**config.mk**
```make
export PLATFORM = sky130hd
export DESIGN_NAME = layer_mix
export DESIGN_NICKNAME = d
export VERILOG_FILES = /design/src/source/video_out_pkg.sv /design/src/source/layer_mix.sv
export SDC_FILE = /design/constraint.sdc
export NUM_CORES = 1
export LEC_CHECK = 0
export ABC_AREA = 0
export BUFFER_PORTS_ARGS = -buffer_cell sky130_fd_sc_hd__buf_4
export CORE_UTILIZATION = 42
export CTS_BUF_LIST = sky130_fd_sc_hd__clkbuf_8
export DETAILED_ROUTE_END_ITERATION = 8
export PLACE_DENSITY = 0.87
export SYNTH_ARGS = -nofsm -noshare
export SYNTH_HDL_FRONTEND = slang
export SYNTH_SLANG_ARGS = --single-unit
```
**constraint.sdc**
```tcl
create_clock -name CLK_32M -period 1.05 [get_ports CLK_32M]
set_input_delay 0.21 -clock CLK_32M [delete_from_list [all_inputs] [get_ports CLK_32M]]
set_output_delay 0.21 -clock CLK_32M [all_outputs]
set_load 0.03 [all_outputs]
```
**src/source/video_out_pkg.sv**
```systemverilog
// Video output package
// Colour widths, palette word layout, CPU I/O port codes and reset values
// shared by the three pixel pipeline stages
package video_out_pkg;

    // ==================================================
    // Colour widths
    // ==================================================
    parameter int color_w = 5;  // Channel width as stored in palette and tiles
    parameter int out_w   = 8;  // Channel width at the video output

    // One stored colour channel
    typedef logic [color_w-1:0] color5_t;

    // ==================================================
    // Palette word
    // ==================================================
    // Red in the low bits, blue just under the spare bit
    typedef struct packed {
        logic    spare;         // Kept for CPU readback, no colour effect
        color5_t blue;
        color5_t green;
        color5_t red;
    } pal_word_t;

    parameter int default_pal_addr_w = 8;   // 256 palette entries

    // ==================================================
    // CPU I/O ports
    // ==================================================
    // Only the system flags port is decoded here
    typedef enum logic [7:0] {
        sys_flags_port = 8'h02
    } io_port_e;

    parameter int cblk_bit = 3;             // Colour blank flag in system flags

    // Reset values
    parameter logic [7:0] sys_flags_rst = 8'h00;   // Blanking off after reset

endpackage

```
**src/source/layer_mix.sv**
```systemverilog
`timescale 1ns/1ps
// Layer mixer, pixel pipeline stage 2
// Picks sprite or character colour from sprite opacity and character
// priority, with an optional grey bypass of the object palette
module layer_mix (
    input  logic                    CLK_32M,
    input  logic                    reset_n,

    // Layer controls
    input  logic                    en_sprites,
    input  logic                    en_sprite_palette,

    // From stage 1
    input  logic                    s1_valid,
    input  logic [7:0]              s1_obj_pix,
    input  video_out_pkg::color5_t  s1_pal_r,
    input  video_out_pkg::color5_t  s1_pal_g,
    input  video_out_pkg::color5_t  s1_pal_b,
    input  video_out_pkg::color5_t  s1_char_r,
    input  video_out_pkg::color5_t  s1_char_g,
    input  video_out_pkg::color5_t  s1_char_b,
    input  logic                    s1_char_pri,

    // To stage 3
    output logic                    s2_valid,
    output video_out_pkg::color5_t  s2_r,
    output video_out_pkg::color5_t  s2_g,
    output video_out_pkg::color5_t  s2_b
);
    import video_out_pkg::*;

    logic    obj_opaque;
    logic    obj_wins;
    color5_t obj_grey;
    color5_t obj_r;
    color5_t obj_g;
    color5_t obj_b;

    // Index 0 of each 16-colour group is transparent
    assign obj_opaque = (|s1_obj_pix[3:0]) & en_sprites;
    assign obj_wins   = obj_opaque & s1_char_pri;
    assign obj_grey   = {s1_obj_pix[3:0], 1'b0};    // Palette bypass

    always_comb begin
        if (en_sprite_palette) begin
            obj_r = s1_pal_r;
            obj_g = s1_pal_g;
            obj_b = s1_pal_b;
        end else begin
            obj_r = obj_grey;
            obj_g = obj_grey;
            obj_b = obj_grey;
        end
    end

    // ==================================================
    // Stage 2 pipeline register
    // ==================================================
    always_ff @(posedge CLK_32M) begin
        s2_r <= obj_wins ? obj_r : s1_char_r;
        s2_g <= obj_wins ? obj_g : s1_char_g;
        s2_b <= obj_wins ? obj_b : s1_char_b;
    end

    always_ff @(posedge CLK_32M or negedge reset_n) begin
        if (!reset_n) begin
            s2_valid <= 1'b0;
        end else begin
            s2_valid <= s1_valid;
        end
    end

endmodule

```
# Yosys cells after proc, flatten, opt, wreduce, memory -nomap -nowiden
# Index checks and enable logic that the tools add are counted.
# W data, S select, Z words.
dict set report totals {
  register_bits 16
}
dict set report classes {
  mux 6
  bitwise 2
  reduce_logical 1
}
# op count
set ops {}
lappend ops {{$mux W5} 6}
lappend ops {{$reduce_or A4 Y1} 1}
lappend ops {{$and A1 B1 Y1} 2}

# Longest topological paths before layout
# Gate-level depths: netlist of run 1.
dict set report depth {
  ltp_word 4
  ltp_mapped 5
}

# Worst setup path before layout of run 1
# Ideal clock, no wire load.
dict set report synth_timing {
  kind {input to register}
  from {in s1_obj_pix[2]}
  to {reg s2_b[1]}
  stages 4
  setup_time_ns 0.121
  setup_slack_ns -0.198
  required_ns 0.929
  t_arrival_ns 1.126
  path_cell_list {nor4_4 nor2_2 buf_6 mux2_4}
}
dict set report synth_between {
  elab_chain_cells 4
}
# element line_no
set synth_lines {}
lappend synth_lines {{from (decl)} layer_mix.sv:15} ;# input logic [7:0] s1_obj_pix,
lappend synth_lines {{$reduce_or A4 Y1} layer_mix.sv:40} ;# assign obj_opaque = (|s1_obj_pix[3:0]) & en_sprites;
lappend synth_lines {{$and A1 B1 Y1} layer_mix.sv:40}
lappend synth_lines {{$and A1 B1 Y1} layer_mix.sv:41} ;# assign obj_wins = obj_opaque & s1_char_pri;
lappend synth_lines {{$mux W5} layer_mix.sv:62} ;# s2_b <= obj_wins ? obj_b : s1_char_b;
lappend synth_lines {{to (signal assigned)} layer_mix.sv:62}
lappend synth_lines {{to (decl)} layer_mix.sv:28} ;# output video_out_pkg::color5_t s2_b
# No other way between the ends.

# Worst setup path in the final report of run 1
dict set report layout_timing {
  from {in en_sprites}
  to {reg s2_g[4]}
}
dict set report layout_between {
  elab_chain_cells 3
}
# element line_no
set layout_lines {}
lappend layout_lines {{from (decl)} layer_mix.sv:10} ;# input logic en_sprites,
lappend layout_lines {{$and A1 B1 Y1} layer_mix.sv:40}
lappend layout_lines {{$and A1 B1 Y1} layer_mix.sv:41}
lappend layout_lines {{$mux W5} layer_mix.sv:61} ;# s2_g <= obj_wins ? obj_g : s1_char_g;
lappend layout_lines {{to (signal assigned)} layer_mix.sv:61}
lappend layout_lines {{to (decl)} layer_mix.sv:27} ;# output video_out_pkg::color5_t s2_g,
# No other way between the ends.

==> impl_results.md, run 1 <==
- Worst min-delay path category: in -> reg
- Hold Fails Final Rpt: 0
- Core area: 1541 um^2
- Post-Synthesis Cell Area: 711.9 um^2
- Synthesis-stage register bit count: 16
- 1st-pass router iterations: 4
- Routability Congestion: 0.7897
- Total grt overflow: 0
- Max-cap viol count: 0
- CTS tree: built
- Top-area cell type share of the netlist area: 0.4218
- Hold Crit Start: s1_valid
- Top-count cell post-synth: nand2_1
- Chip Height: 43.17 um
- Synth Area in Compound Gates: 0.05272
- Final #Nets: 176
- Relative slew slack: 0.6956
- Worst vdd ir: 0.6608 mV
- IO Count: 60
- CTS Sinks: 16
- Mapped Avg Cell Area: 10.03 um^2
- Post-synth ARST share: 0.06250
- Top cells by area, synth: dfxtp_1 (42%), mux2_4 (21%), nand2_1 (15%)
- Antenna Cells: 0
- EDFF count, synth: 0
- Starting Density: 0.4619
- Post-Route WL: 2057 um
- Post-synth top cells: nand2_1 (28), dfxtp_1 (15), mux2_4 (10)
- Clk buf depth: 2
- Syn_nets: 115
- Initial antenna violation count: 0
- Pre-CTS setup slack: -0.4932 ns
- Post-CTS Setup Bufs: 0
- Largest net degree at the start of global routing: 20
- WHS Endpoint: s2_valid
- # setup viols final: 0
- CP Max Fanout: 12
- FILL cells: 100
- Tot GR Track Use: 0.2365
- P_leak: 0.6469 nW
- DIE WIDTH: 43.17 um
- H-tree depth: 1
- # rows: 14
- Dpl cells: 142
- First-pass GRT wire length: 3160 um
- Post-synth top area cell: dfxtp_1
- Tcrit/Tclk final: 0.9633
- Post-Layout Cell Count: 147
- CTS root buf: clkbuf_8
- Vias: 717
- Max Transition Viols Final: 0
- Share of layout cells above drive strength 1: 0.5802
- Dpl hpwl: 1570 um
- Vias in the first global route: 696
- Clk slew on worst S/H paths: 0.06 ns
- Proportion of synthesized area in mux cells: 0.2425
- Tmin final: 1.011 ns
- Post-synthesis xor/xnor area fraction: 0
- Post-synthesis cell type count: 12
- Via density: 4.878
- PortBufs: 55
- Sequential share of the synthesized area: 0.4569
- Drt wl/cell: 13.99 um
- Max Clock Freq: 988.7 MHz
- Worst slew pin tran: 0.4555 ns
- Die ar.: 1864 um^2
- PwrDens: 1367 nW/um^2
- Final ANT Viol Nets: 0
- Top_reg_cell synth: dfxtp_1
- Hold Crit Depth: 1
- Ys Warns: 0
- Clock buffer count from CTS: 3
- Critical setup path kind: in -> reg
- Setup WS post-layout: 0.03853 ns
- RSZ-0062 raised after global routing: yes
- Post-Syn Instances: 71
- Syn-to-layout area delta: 71.70%
- Drt drc: 0
- Hold WS: 0.06990 ns
- Synth Area in Adders: 0
- Status: completed
- CP endpoint kind: flip-flop
- Critical Path AT: 1.15 ns
- Combinational family with the most area after synthesis: multiplexers
- Startpoint types: primary input
- WP data required: 1.19 ns
- Starting DRT DRC Count: 13
- Post-Synth Simple-Gate Area: 0.2214
power by group:
group          internal (mW)  switching [mW]
Clock                  0.332           0.204
Sequential             0.660          0.0128
Combinational          0.243           0.219
Total                   1.23           0.436
cell usage in the layout (no fill, tap or decap):
master / n
buf_4: 57
nand2_1: 28
dfxtp_1: 15
mux2_4: 10
nand2b_1: 4
clkbuf_8: 4
o21ai_0: 3
o31ai_1: 3
mux2_2: 2
nor4_4: 1
nor2_4: 1
dlygate4sd3_1: 1
buf_6: 1
dfrtp_1: 1
repair_timing:
action                                  in CTS  in global routing
gates resized for setup                      1                  1
pin swaps                                    0                  1
hold buffers                                 1                  0
hold endpoints to repair                     1                  0
endpoints found under the setup margin      12                  3
how the worst max path moves through the flow:
stage / cells after the start / from / slack, ns / end
finish: 4 / en_sprites / 0.04 / s2_g[4]
detailed placement: 4 / s1_char_pri / -0.49 / s2_g[4]
CTS: 4 / s1_char_pri / 0.0006 / s2_g[4]
floorplan: 4 / s1_obj_pix[2] / -0.20 / s2_b[1]
global placement: 4 / s1_char_pri / -0.43 / s2_r[4]
global route: 4 / s1_char_pri / -0.02 / s2_g[4]
sequential cells by signal (all words and copies together), names as in the netlist:
signal	flops
s2_b	5
s2_g	5
s2_r	5
s2_valid	1
cells by family after synthesis:
| family | Yosys count |
|---|---|
| AOI/OAI and AO/OA | 6 |
| buffers and inverters | 3 |
| muxes | 12 |
| and+or+nand+nor | 34 |
| DFF | 16 |
per-stage QoR:
stage | TNS, ns | instance area, um^2 | total power [mW] | utilization
floorplan | -2.007 | 711.9 | 0.9227 | -
global placement | -4.597 | 1149 | 1.130 | 0.7451
detailed placement | -5.331 | 1149 | 1.143 | 0.7451
CTS | 0 | 1219 | 1.672 | 0.7906
global route | -0.04305 | 1222 | 1.725 | 0.7930
finish | 0 | 1222 | 1.671 | 0.7930
area by class of cell:
| cell class | instances | area, um^2 | area share |
|---|---|---|---|
| tap | 16 | 20.02 | 0.01638 |
| sequential | 16 | 325.3 | 0.2661 |
| timing repair buffer | 59 | 449.2 | 0.3675 |
| multi-input combinational | 52 | 372.9 | 0.3050 |
| clock buffer | 4 | 55.05 | 0.04504 |
critical path, cell delays in order:
cell,delay [ns]
buf_4,0.08
nand2_1,0.09
nor2_4,0.38
mux2_2,0.39
metal layers:
metal,vias up,share of wire,track usage
met2,43,0.54,0.4239
li1,354,-,-
met1,315,0.36,0.2572
met4,0,0.017,0.09091
met5,-,0,0
met3,5,0.088,0.06809
(Power assumes the default switching activity.)
==> run 2, diff against run 1 <==
Settings changed: BUFFER_PORTS_ARGS -buffer_cell sky130_fd_sc_hd__buf_4 to not set, CORE_AREA set to 2 2 39 41, CORE_UTILIZATION 42 to not set, DIE_AREA set to 0 0 41 43, DONT_BUFFER_PORTS set to 1, PLACE_DENSITY 0.87 to 0.69.
==> run 2 against run 1 <==
Against the previous run: utilization down 21 points; cell area down 34%; routed wire length down 41%; global-route usage down 8.5 points; worst hold slack better by 0.035 ns; combinational power down 69%; power down 13%; die area down 5.4%; final cell count down 37%; non-clock buffer count down 55; sequential power up 16%; largest cell class is now multi-input combinational cells.
==> impl_results.md, run 2 (synthesis results as in run 1) <==
- Syn-to-layout area delta: 13.53%
- CTS Sinks: 16 (unchanged)
- Starting DRT DRC Count: 6 (-7)
- Worst min-delay path category: in -> reg
- Total grt overflow: 0 (unchanged)
- Hold Crit Start: en_sprite_palette
- Pwr Total: 1.448 mW (-13%)
- WHS Endpoint: s2_b[0]
- # rows: 14 (unchanged)
- Core area: 1384 um^2 (-10%)
- Biggest regs: s2_b: 5 flops, s2_g: 5 flops, s2_r: 5 flops
- Largest net degree at the start of global routing: 20 (unchanged)
- Tcrit/Tclk final: 0.9013 (-0.06203)
- # setup viols final: 0 (unchanged)
- RSZ-0062 raised after global routing: no
- Max-cap viol count: 0 (unchanged)
- Dpl hpwl: 956.2 um (-39%)
- Most common cell after layout, fill and taps aside: nand2_1
- 1st-pass router iterations: 4 (unchanged)
- Startpoint types: flip-flop
- Core Util, Final: 0.5841 (-0.2089)
- Vias in the first global route: 470 (-32%)
- Via density: 5.435 (+11%)
- Hold Fails Final Rpt: 0 (unchanged)
- Post-Route WL: 1204 um (-41%)
- Worst vdd ir: 0.8370 mV (+27%)
- CP Max Fanout: 1 (-11)
- Initial antenna violation count: 0 (unchanged)
- PwrDens: 1792 nW/um^2 (+31%)
- Clk buf depth: 2 (unchanged)
- Routability Congestion: 0.6646 (-16%)
- Critical setup path kind: reg -> out
- Hold Crit Depth: 2 (+1)
- Die ar.: 1763 um^2 (-5.4%)
- PortBufs: 0 (-100%)
- Max Clock Freq: 1057 MHz (+6.9%)
- IO Count: 60 (unchanged)
- CTS root buf: clkbuf_8
- DIE WIDTH: 41 um (-5.0%)
- CP endpoint kind: output pin
- Antenna Cells: 0 (unchanged)
- Max Transition Viols Final: 0 (unchanged)
- Drt wl/cell: 13.09 um (-6.5%)
- P_leak: 0.3792 nW (-41%)
- Clk slew on worst S/H paths: 0.06 ns (about the same)
- First-pass GRT wire length: 1807 um (-43%)
- Drt drc: 0 (unchanged)
- Tot GR Track Use: 0.1511 (-0.08542)
- Post-CTS Setup Bufs: 0 (unchanged)
- Final #Nets: 121 (-31%)
- H-tree depth: 1 (unchanged)
- Status: completed
- Chip Height: 43 um (-0.39%)
- CTS tree: built
- Clock buffer count from CTS: 3 (unchanged)
- Share of layout cells above drive strength 1: 0.2632 (-0.3170)
- Vias: 500 (-30%)
- Relative slew slack: 0.6974 (+0.001760)
- Worst slew pin tran: 0.4529 ns (-0.002633 ns)
- Tmin final: 0.9463 ns (-0.06514 ns)
- Most frequent cells in the layout: nand2_1 (28), dfxtp_1 (15), mux2_4 (10), nand2b_1 (4), clkbuf_8 (4)
- Starting Density: 0.5145 (+0.05262)
- Critical Path AT: 0.74 ns (-0.41 ns)
- WP data required: 0.84 ns (-0.35 ns)
- Final ANT Viol Nets: 0 (unchanged)
[run 2: cell types whose count changed in the layout (fill, tap and decap cells not counted)]
cell / before / now
buf_4: 57 / 2
buf_6: 1 / 0
dlygate4sd3_1: 1 / 2
[run 2: layer usage]
| layer | global-route usage | share of wire | vias up |
|---|---|---|---|
| met4 | 0.08000 | 0.0075 | 0 |
| met5 | 0 | 0 | - |
| met3 | 0.06283 | 0.16 | 2 |
| li1 | - | - | 243 |
| met2 | 0.2219 | 0.46 | 35 |
| met1 | 0.1786 | 0.37 | 220 |
[run 2: timing repair]
item                       CTS  global route
resized for setup            1             0
hold endpoints to repair     2             0
setup endpoints to repair   12             0
hold buffers                 2             0
[run 2: cell type report]
cell class,count,area [um^2]
fill,116,575.6
multi-input combinational,52,372.9
tap,16,20.02
sequential,16,325.3
timing repair buffer,4,35.03
clock buffer,4,55.05
[run 2: worst max-delay path by stage]
stage	startpoint	endpoint	cells after the start
after floorplan	s1_obj_pix[2]	s2_b[1]	4
after global placement	s1_char_pri	s2_r[4]	3
after detailed placement	s1_char_pri	s2_g[4]	3
after CTS	s1_char_pri	s2_g[4]	3
after global routing	s1_char_pri	s2_g[4]	3
final	s2_b[4]	s2_b[4]	0
[run 2: metrics by stage]
step                area, um^2  cells  TNS, ns  hold slack, ns  setup WS [ns]
floorplan                711.9     71   -2.007        -0.08559        -0.1978
global placement         728.2     86   -3.938        -0.08556        -0.3722
detailed placement       728.2     86   -4.179        -0.08556        -0.4006
CTS                      808.3     92        0          0.1031        0.09002
global route             808.3     92        0         0.09432        0.04542
finish                   808.3     92        0          0.1046         0.1037
[run 2: power breakdown]
part / switching (mW) / internal (mW)
registers: 0.121 / 0.661
clock network: 0.193 / 0.332
logic: 0.0518 / 0.0902
total: 0.365 / 1.08
