===== src/source/video_out_pkg.sv =====
// Video output package
// Colour widths, palette word layout, CPU I/O port codes and reset values
// shared by the three pixel pipeline stages
package video_out_pkg;

    // ==================================================
    // Colour widths
    // ==================================================
    parameter int color_w = 5;  // Channel width as stored in palette and tiles
    parameter int out_w   = 8;  // Channel width at the video output

    // One stored colour channel
    typedef logic [color_w-1:0] color5_t;

    // ==================================================
    // Palette word
    // ==================================================
    // Red in the low bits, blue just under the spare bit
    typedef struct packed {
        logic    spare;         // Kept for CPU readback, no colour effect
        color5_t blue;
        color5_t green;
        color5_t red;
    } pal_word_t;

    parameter int default_pal_addr_w = 8;   // 256 palette entries

    // ==================================================
    // CPU I/O ports
    // ==================================================
    // Only the system flags port is decoded here
    typedef enum logic [7:0] {
        sys_flags_port = 8'h02
    } io_port_e;

    parameter int cblk_bit = 3;             // Colour blank flag in system flags

    // Reset values
    parameter logic [7:0] sys_flags_rst = 8'h00;   // Blanking off after reset

endpackage


===== src/source/color_out.sv =====
`timescale 1ns/1ps
// Colour output, pixel pipeline stage 3
// Holds the system flags written over CPU I/O, blanks the picture on
// colour blank and widens each channel to the output width
module color_out (
    input  logic                                CLK_32M,
    input  logic                                reset_n,

    // CPU I/O port
    input  logic                                io_wr,
    input  logic [7:0]                          io_addr,
    input  logic [7:0]                          io_din,

    // From stage 2
    input  logic                                s2_valid,
    input  video_out_pkg::color5_t              s2_r,
    input  video_out_pkg::color5_t              s2_g,
    input  video_out_pkg::color5_t              s2_b,

    // Video out
    output logic [video_out_pkg::out_w-1:0]     r,
    output logic [video_out_pkg::out_w-1:0]     g,
    output logic [video_out_pkg::out_w-1:0]     b,
    output logic                                rgb_valid
);
    import video_out_pkg::*;

    logic [7:0] sys_flags;
    logic       cblk;

    // Top bits repeat below so full scale maps to full scale
    function automatic logic [out_w-1:0] expand(input color5_t c);
        return {c, c[color_w-1 -: out_w-color_w]};
    endfunction

    assign cblk = sys_flags[cblk_bit];

    // ==================================================
    // System flags
    // ==================================================
    always_ff @(posedge CLK_32M or negedge reset_n) begin
        if (!reset_n) begin
            sys_flags <= sys_flags_rst;
        end else if (io_wr && io_addr == sys_flags_port) begin
            sys_flags <= io_din;
        end
    end

    // ==================================================
    // Stage 3 pipeline register
    // ==================================================
    always_ff @(posedge CLK_32M) begin
        r <= cblk ? '0 : expand(s2_r);
        g <= cblk ? '0 : expand(s2_g);
        b <= cblk ? '0 : expand(s2_b);
    end

    always_ff @(posedge CLK_32M or negedge reset_n) begin
        if (!reset_n) begin
            rgb_valid <= 1'b0;
        end else begin
            rgb_valid <= s2_valid;
        end
    end

    // Valid chain is clean all the way from the pixel input
    assert property (@(posedge CLK_32M) disable iff (!reset_n) !$isunknown(rgb_valid))
        else $error("color_out: rgb_valid unknown after reset");

endmodule


===== config.mk =====
export PLATFORM = sky130hd
export DESIGN_NAME = color_out
export DESIGN_NICKNAME = d
export VERILOG_FILES = /design/src/source/video_out_pkg.sv /design/src/source/color_out.sv
export SDC_FILE = /design/constraint.sdc
export NUM_CORES = 1
export LEC_CHECK = 0
export BUFFER_PORTS_ARGS = -buffer_cell sky130_fd_sc_hd__buf_4
export CORE_ASPECT_RATIO = 0.9
export CORE_MARGIN = 2
export CORE_UTILIZATION = 29
export CTS_BUF_LIST = sky130_fd_sc_hd__clkbuf_16
export CTS_CLUSTER_DIAMETER = 60
export CTS_CLUSTER_SIZE = 8
export DETAILED_ROUTE_END_ITERATION = 12
export PLACE_DENSITY = 0.72
export SYNTH_ARGS = -nofsm -noshare
export SYNTH_HDL_FRONTEND = slang
export SYNTH_SLANG_ARGS = --single-unit

===== constraint.sdc =====
create_clock -name CLK_32M -period 0.85 [get_ports CLK_32M]
set_input_delay 0.0425 -clock CLK_32M [delete_from_list [all_inputs] [get_ports CLK_32M]]
set_output_delay 0.0425 -clock CLK_32M [all_outputs]
set_load 0.02 [all_outputs]

# == Yosys cells after proc, flatten, opt, wreduce, memory -nomap -nowiden ==
# Index checks and enable logic that the tools add are counted.
# Widths: inputs -> output; s select.
# word_totals
regBits,29
inputBits,35
out_inout_bits,25
elab_cells,7
# op_classes
n_eq_ne,1
reduce_logical,1
# ops
operator,count
$eq 8x2->1 const B,1
$logic_and 1x1->1,1

# == Logic depth before layout (Yosys ltp) ==
# Gate-level depths: netlist (run 1).
# logic_depth
word_depth,2
depth_mapped,3
mapped_depth_nobuf,3

# == Worst setup path before layout (run 1) ==
# OpenSTA, ideal clock, no wires.
# synth_path
path_kind,register to register
startpoint,"register, netlist name sys_flags[3]"
endpoint,register sys_flags[3]
setup_time_ns,0.125
t_arrival_ns,0.832
required_ns,0.725
setup_slack_ns,-0.107
path_stages_with_launch,3
path_buffers,1
synth_period_minus_slack_ns,0.957
cell_sequence,dfrtp_1 > buf_2 > mux2_4
# synth_rtl
item,line,rtl
end signal: assignment,color_out.sv:43,sys_flags <= sys_flags_rst;
end signal: assignment,color_out.sv:45,sys_flags <= io_din;
end: declaration,color_out.sv:28,logic [7:0] sys_flags;

==> results of run 1 <==
-- metal layers --
layer / up-vias / GRT usage
met5: - / 0
met4: 0 / 0.0486
met3: 2 / 0.0493
met2: 35 / 0.203
met1: 194 / 0.0964
li1: 239 / -
-- stage by stage --
step | total power, mW | worst slack, ps | util | setup TNS, ps | hold slack (ps)
2_1_floorplan | 1.03 | -83.2 | - | -83.2 | -253
3_3_place_gp | 1.20 | -90.7 | 0.498 | -90.7 | -172
3_5_place_dp | 1.20 | -116 | 0.498 | -116 | -172
4_1_cts | 2.11 | 46.9 | 0.551 | 0 | 9.37
5_1_grt | 2.17 | 21.6 | 0.551 | 0 | 11.4
6_report | 2.07 | 49.8 | 0.551 | 0 | 12.9
-- registers in the layout, indices dropped and copies added, names as in the netlist --
| signal | flops |
|---|---|
| b | 5 |
| g | 5 |
| r | 5 |
| rgb_valid | 1 |
| sys_flags | 1 |
-- synthesized netlist by cell type, drive strengths merged --
| cell | count |
|---|---|
| dfxtp | 15 |
| nor2b | 15 |
| buf | 10 |
| dfrtp | 2 |
| mux2 | 1 |
| nand3 | 1 |
| nor2 | 1 |
| nor3b | 1 |
| nor4b | 1 |
-- layout make-up --
class	count	share of cell area
Clock buffer	3	0.0726
Clock inverter	1	0.00363
Multi-Input combinational cell	20	0.136
Sequential cell	17	0.339
Tap cell	25	0.0303
Timing Repair Buffer	57	0.419
-- final timing paths --
check                               end  slack, ps  depth (start not counted)
max                        sys_flags[3]         50                          1
min in group asynchronous     rgb_valid        140                          2
min reg2reg                sys_flags[3]        600                          1
max in group asynchronous  sys_flags[3]        630                          2
min                                r[2]         10                          2
max reg2reg                sys_flags[3]         50                          1
-- kinds of logic (layout without fill, tap and decap cells) --
kind of cell / Yosys count / in the layout
simple gates: 19 / 19
flops: 17 / 17
buf+inv: 10 / 61
mux: 1 / 1
-- power groups by stage --
stage	logic (mW)	registers [mW]	clock network, mW
6_report	0.331	0.861	0.874
5_1_grt	0.355	0.865	0.954
4_1_cts	0.335	0.861	0.913
3_5_place_dp	0.328	0.877	0
3_3_place_gp	0.323	0.875	0
2_1_floorplan	0.106	0.928	0
-- cell usage in the layout, fill, tap and decap left out, drive strengths merged --
master	count
dlygate4sd3	2
dfrtp	2
nor2b	15
dfxtp	15
clkbuf	3
nor2	1
buf	55
nand3	1
inv	1
nor4b	1
nor3b	1
mux2	1
==> key figures, run 1 <==
Floorplanning
  • Die X: 50.4 um
  • Core region area: 1880 um^2
  • Num rows: 15
  • I/O Pins: 60
  • Initial Utilization: 0.300
  • Die H: 45.8 um
  • Die ar.: 2310 um^2

Clocking
  • CTS sink count: 17
  • Clk buf depth: 2
  • CTS Hold Bufs: 2
  • CTS tree: done
  • Num CTS Buffers: 3
  • Clock slew at reported path FFs: 50 ps
  • Root buf cell: clkbuf_16
  • CTS HTree Levels: 1
  • Resize count post-CTS: 0
  • Postcts setup bufs: 0
  • Worst-Skew Late Latency: 240 ps

Logic synthesis
  • Post-synthesis compound-gate area fraction: 0
  • Post-synthesis mux area share: 0.0267
  • Simple-gate share of the synthesized area: 0.222
  • Synth warn: 0
  • Mapped Area: 563 um^2
  • Seq/Total Area, Yosys: 0.622
  • Synth Area in XOR/XNOR: 0
  • Largest family of logic cells by synthesized area: simple AND/OR/NAND/NOR gates
  • Synth Register Bits: 17
  • Synth top area share: 0.533
  • Yosys top cell by area: dfxtp_1
  • Synth Area in Adders: 0
  • Post-synthesis net count: 82
  • Largest cells by area after synthesis: dfxtp_1 (53%), nor2b_1 (17%), buf_4 (12%), dfrtp_1 (8.9%), mux2_4 (2.7%)
  • Yosys cell types: 10
  • Syn Inst Count: 47
  • Synthesized area per cell: between 10 and 15 um^2

Cells and area
  • Register area: 350 um^2
  • Area of the multi-input gates: around 140 um^2
  • Share of layout cells above drive strength 1: 0.612
  • Layout area overhead: 83.6%
  • ANT cells: 0
  • Final design instance area without fill: approximately 1000 um^2
  • Final net count: roughly 130
  • Fillers: between 150 and 200
  • Post-Layout Cell Count: 123

Routing
  • Highest routed layer: met4
  • Wl on met1: 335 um
  • WL/cell: 8.89 um
  • DR vias: between 400 and 500
  • Initial drt markers: 0
  • Pre-antenna DRT Iters: 1
  • Final ANT Viol Nets: 0
  • Final wirelength: between 1 and 1.5 mm
  • DR vias/cell: 3.82
  • Routed wl met3: 161 um
  • Post-route DRC: 0
  • Wire length on met2: 589 um

STA
  • Fin crit period: 800 ps
  • Final period utilization: 0.941
  • Clk_skew: ~1.9 ps
  • Slew @ Worst Pin: 193 ps
  • Final Max Slew Viols: 0
  • Final setup fails: 0
  • Fmax: 1.25 GHz
  • Final hold violation count: 0
  • RSZ-0062 raised after global routing: false
  • Worst relative slew slack: 0.871

Worst setup path
  • Crit-path max cell delay: 410 ps
  • Critical Path Start: sys_flags[3]
  • Crit path max-delay family: flip-flops
  • Crit path kind: flop to flop
  • Slowest-stage cell, CP: dfrtp_1
  • CP Cell Sequence: mux2_4
  • Crit Reg-Reg Startpoint: sys_flags[3]
  • Startpoint Class: flop
  • Crit path buf inv count: 0
  • Critical path peak fanout: 4
  • Data required time of the critical path: 970 ps
  • Crit. End Element: flop
  • Crit path DAT: 920 ps

Worst hold path
  • Worst hold path type: input port to flop
  • Hold_sp: s2_r[4]

Power and ir drop
  • Leakage power: 0.525 nW
  • Pint: 1.66 mW
  • Pwr Density: 2000 nW/um^2
  • Switching pwr: slightly above 400 uW
  • IR drop worst, VDD: 0.00112 V
  • Sw Ratio: 0.197
  • Comb pwr share: 0.160
  • Seq pwr share: 0.417
  • Clock power share: 0.423

GRT
  • All-Layer GR Usage: 0.106
  • Initial antenna violation count: 0
  • Vias in the first global route: 456
  • Global-route wire length before repair: 1.77 mm
  • GRT overflow: 0
  • Largest net degree at the start of global routing: 10

Place
  • RePlAce Congestion: 0.551
  • Buffers on Ports: 52
  • Cell Area, Placed: 935 um^2
  • Placed Cells: 117

Run
  • Max cap viols: 0

Outcome
  • Status: finished, final reports clean
Power figures use the tool's default switching activity.
==> run 2: changes to the inputs <==
ABC_AREA = 1   (was not set)
CORE_UTILIZATION = 32   (was 29)
clock period = 1 ns   (was 0.85 ns; I/O delays follow)
==> key figures, run 2 <==
Outcome
  • Status: finished, final reports clean

Cells and area
  • Share of layout cells above drive strength 1: 0.460 (-0.153)
  • Layout area overhead: 70.3%
  • Most frequent cells in the layout: buf_4 (52), inv_1 (21), nor2_1 (20)
  • Fillers: 197 (+11%)
  • Final net count: 160 (+19%)
  • Area of the multi-input gates: 114 um^2 (-19%)
  • ANT cells: 0 (unchanged)
  • Final design instance area without fill: 1060 um^2 (+2.7%)
  • Biggest registers after layout: b: 5 flops, g: 5 flops, r: 5 flops
  • Commonest non-fill, non-tap cell in the layout: buf_4
  • Register area: 352 um^2 (+0.36%)

Routing
  • Pre-antenna DRT Iters: 3 (+2)
  • WL/cell: 8.61 um (-3.1%)
  • DR vias: 556 (+18%)
  • Final ANT Viol Nets: 0 (unchanged)
  • Post-route DRC: 0 (unchanged)
  • Final wirelength: 1.28 mm (+17%)
  • DR vias/cell: 3.73 (-2.3%)
  • Initial drt markers: 7 (+7)

GRT
  • GRT overflow: 0 (unchanged)
  • Global-route wire length before repair: 2.06 mm (+16%)
  • Vias in the first global route: 489 (+7.2%)
  • Largest net degree at the start of global routing: 17 (+7)
  • All-Layer GR Usage: 0.118 (+0.0123)
  • Initial antenna violation count: 0 (unchanged)

Logic synthesis
  • Most used DFF post-synth: dfxtp_1
  • Largest family of logic cells by synthesized area: buffers and inverters
  • Simple-gate share of the synthesized area: 0.183 (-0.0395)
  • Synth Area in Adders: 0 (unchanged)
  • Synthesized area per cell: 8.09 um^2 (-32%)
  • Syn Inst Count: 77 (+64%)
  • Seq/Total Area, Yosys: 0.562 (-0.0600)
  • Synth top cells by count: inv_1 (20), nor2_1 (20), dfxtp_1 (15), buf_4 (9), nand2_1 (6)
  • Asr flop ratio synth: 0.118 (unchanged)
  • Synth Area in XOR/XNOR: 0 (unchanged)
  • Synth top area share: 0.482 (-0.0514)
  • Yosys cell types: 10 (unchanged)
  • Synth warn: 0 (unchanged)
  • Largest cells by area after synthesis: dfxtp_1 (48%), inv_1 (12%), nor2_1 (12%), buf_4 (11%), dfrtp_1 (8.0%)
  • EDFF count, synth: 0 (unchanged)
  • Post-synthesis compound-gate area fraction: 0 (unchanged)
  • Yosys top cell by area: dfxtp_1
  • Synth Register Bits: 17 (unchanged)
  • Mapped Area: 623 um^2 (+11%)
  • Post-synthesis mux area share: 0 (-0.0267)
  • Post-synthesis net count: 112 (+37%)

STA
  • Fmax: 1.26 GHz
  • Setup TNS: 0 ps (unchanged)
  • Hold WS: 5.10 ps (-7.77 ps)
  • Final Max Slew Viols: 0 (unchanged)
  • Final period utilization: 0.794
  • RSZ-0062 raised after global routing: false
  • Final setup fails: 0 (unchanged)
  • Clk_skew: 0.487 ps (-1.40 ps)
  • Final hold violation count: 0 (unchanged)
  • Fin crit period: 794 ps
  • Fin worst setup slack: 206 ps (+156 ps)
  • Worst relative slew slack: 0.825 (-0.0457)
  • Slew @ Worst Pin: 262 ps (+69.1 ps)

Worst setup path
  • Reg-to-reg slack, setup: 210 ps (+160 ps)
  • Crit. End Element: output port
  • Critical path peak fanout: 1 (-3)
  • Startpoint Class: flop
  • Crit Reg-Reg Startpoint: sys_flags[3]
  • Crit path DAT: 740 ps (-180 ps)
  • Slowest-stage cell, CP: dfrtp_1
  • CP Cell Sequence: buf_4
  • Register-to-Register Path Depth: 2 (+1)
  • Critical Path Start: rgb_valid
  • Data required time of the critical path: 950 ps (-20 ps)
  • Reg2reg end: sys_flags[3]
  • Crit path max-delay family: flip-flops
  • Crit path buf inv count: 1 (+1)
  • Crit-path max cell delay: 350 ps (-60 ps)
  • Crit path kind: flop to output port

Power and ir drop
  • Comb pwr share: 0.157 (-0.003)
  • Leakage power: 0.621 nW (+18%)
  • Pwr Density: 1680 nW/um^2 (-16%)
  • Pint: 1.40 mW (-16%)
  • Switching pwr: 382 uW (-6.4%)
  • Sw Ratio: 0.214 (+0.0169)
  • Clock power share: 0.428 (+0.005)
  • IR drop worst, VDD: 0.00120 V (+7.4%)
  • Seq pwr share: 0.415 (-0.002)

Floorplanning
  • Core region area: 1880 um^2 (unchanged)
  • Initial Utilization: 0.332 (+0.0320)
  • Die ar.: 2320 um^2 (+0.27%)
  • Die H: 45.9 um (+0.13%)
  • Die X: 50.5 um (+0.14%)
  • Num rows: 15 (unchanged)
  • I/O Pins: 60 (unchanged)

Place
  • Dpl hpwl: between 1 and 1.5 mm
  • Cell Area, Placed: 961 um^2 (+2.8%)
  • RePlAce Congestion: 0.750 (+36%)
  • Setup slack at placement: 102 ps (+219 ps)
  • Buffers on Ports: 52 (unchanged)

Clocking
  • Worst-Skew Late Latency: 240 ps (about the same)
  • CTS sink count: 17 (unchanged)
  • CTS tree: done
  • Clock slew at reported path FFs: 50 ps (about the same)
  • Root buf cell: clkbuf_16
  • Clk buf depth: 2 (unchanged)
  • Num CTS Buffers: 3 (unchanged)
  • CTS HTree Levels: 1 (unchanged)

Run
  • Max cap viols: 0 (unchanged)

Worst hold path
  • Hold Path Cell Cnt: 3 (+1)
  • Hold Path Sink: b[4]
  • Worst hold path type: input port to flop
  • Hold_sp: s2_b[1]
run 2: cell types whose count changed in the layout (fill, tap and decap cells not counted):
cell,previous run,this run
dfrtp_1,2,1
nor2_2,0,1
nor2b_1,15,0
nand3_1,1,2
buf_4,55,52
mux2_4,1,0
nor4b_2,1,0
dfrtp_2,0,1
nor3b_1,1,0
nor2_1,1,20
inv_1,1,21
nand2_1,0,6
run 2: cell families (layout without fill, tap and decap cells):
group | after synthesis | count (layout)
buf+inv | 31 | 78
simple gates | 29 | 29
flops | 17 | 17
run 2: metal layers:
layer	vias to the layer above	GRT usage	wire, um
met2	24	0.221	708
met1	234	0.133	475
met3	2	0.0329	89
li1	296	-	-
met5	-	0	0
met4	0	0.0324	10
run 2: power by group through the flow:
| stage | sequential (mW) | clock, mW | combinational [mW] |
|---|---|---|---|
| after floorplan | 0.786 | 0 | 0.100 |
| after global placement | 0.751 | 0 | 0.271 |
| after detailed placement | 0.752 | 0 | 0.276 |
| after CTS | 0.739 | 0.780 | 0.282 |
| after global routing | 0.743 | 0.822 | 0.304 |
| final | 0.738 | 0.763 | 0.280 |
run 2: layout make-up:
class                      count  share of cell area
clock buffer                   3              0.0708
clock inverter                 1             0.00354
inverter                      20              0.0708
multi-input combinational     29               0.107
sequential                    17               0.331
tap                           25              0.0295
timing repair buffer          54               0.387
run 2: how the worst max path moves through the flow:
stage          depth (start not counted)           end  slack, ps
3_3_place_gp                           2  sys_flags[3]        110
5_1_grt                                2  sys_flags[3]        160
6_report                               1     rgb_valid        210
3_5_place_dp                           2  sys_flags[3]        100
2_1_floorplan                          3          b[3]        240
4_1_cts                                2  sys_flags[3]         70
run 2: metrics by stage:
stage,std cells,total power [mW],utilization
6_report,149,1.78,0.565
5_1_grt,149,1.87,0.565
4_1_cts,149,1.80,0.565
3_5_place_dp,143,1.03,0.512
3_3_place_gp,143,1.02,0.512
2_1_floorplan,77,0.887,-
run 2: worst min-delay path: stages:
cell    delay (ps)
buf_4           70
inv_1           30
nor2_1          60
run 2: what timing repair did:
action                                 in CTS  in global routing
hold buffers                                2                  0
endpoints found under the hold margin       3                  0
setup endpoints to repair                   0                  1
gates resized for setup                     0                  1
buffers inserted                            0                  0
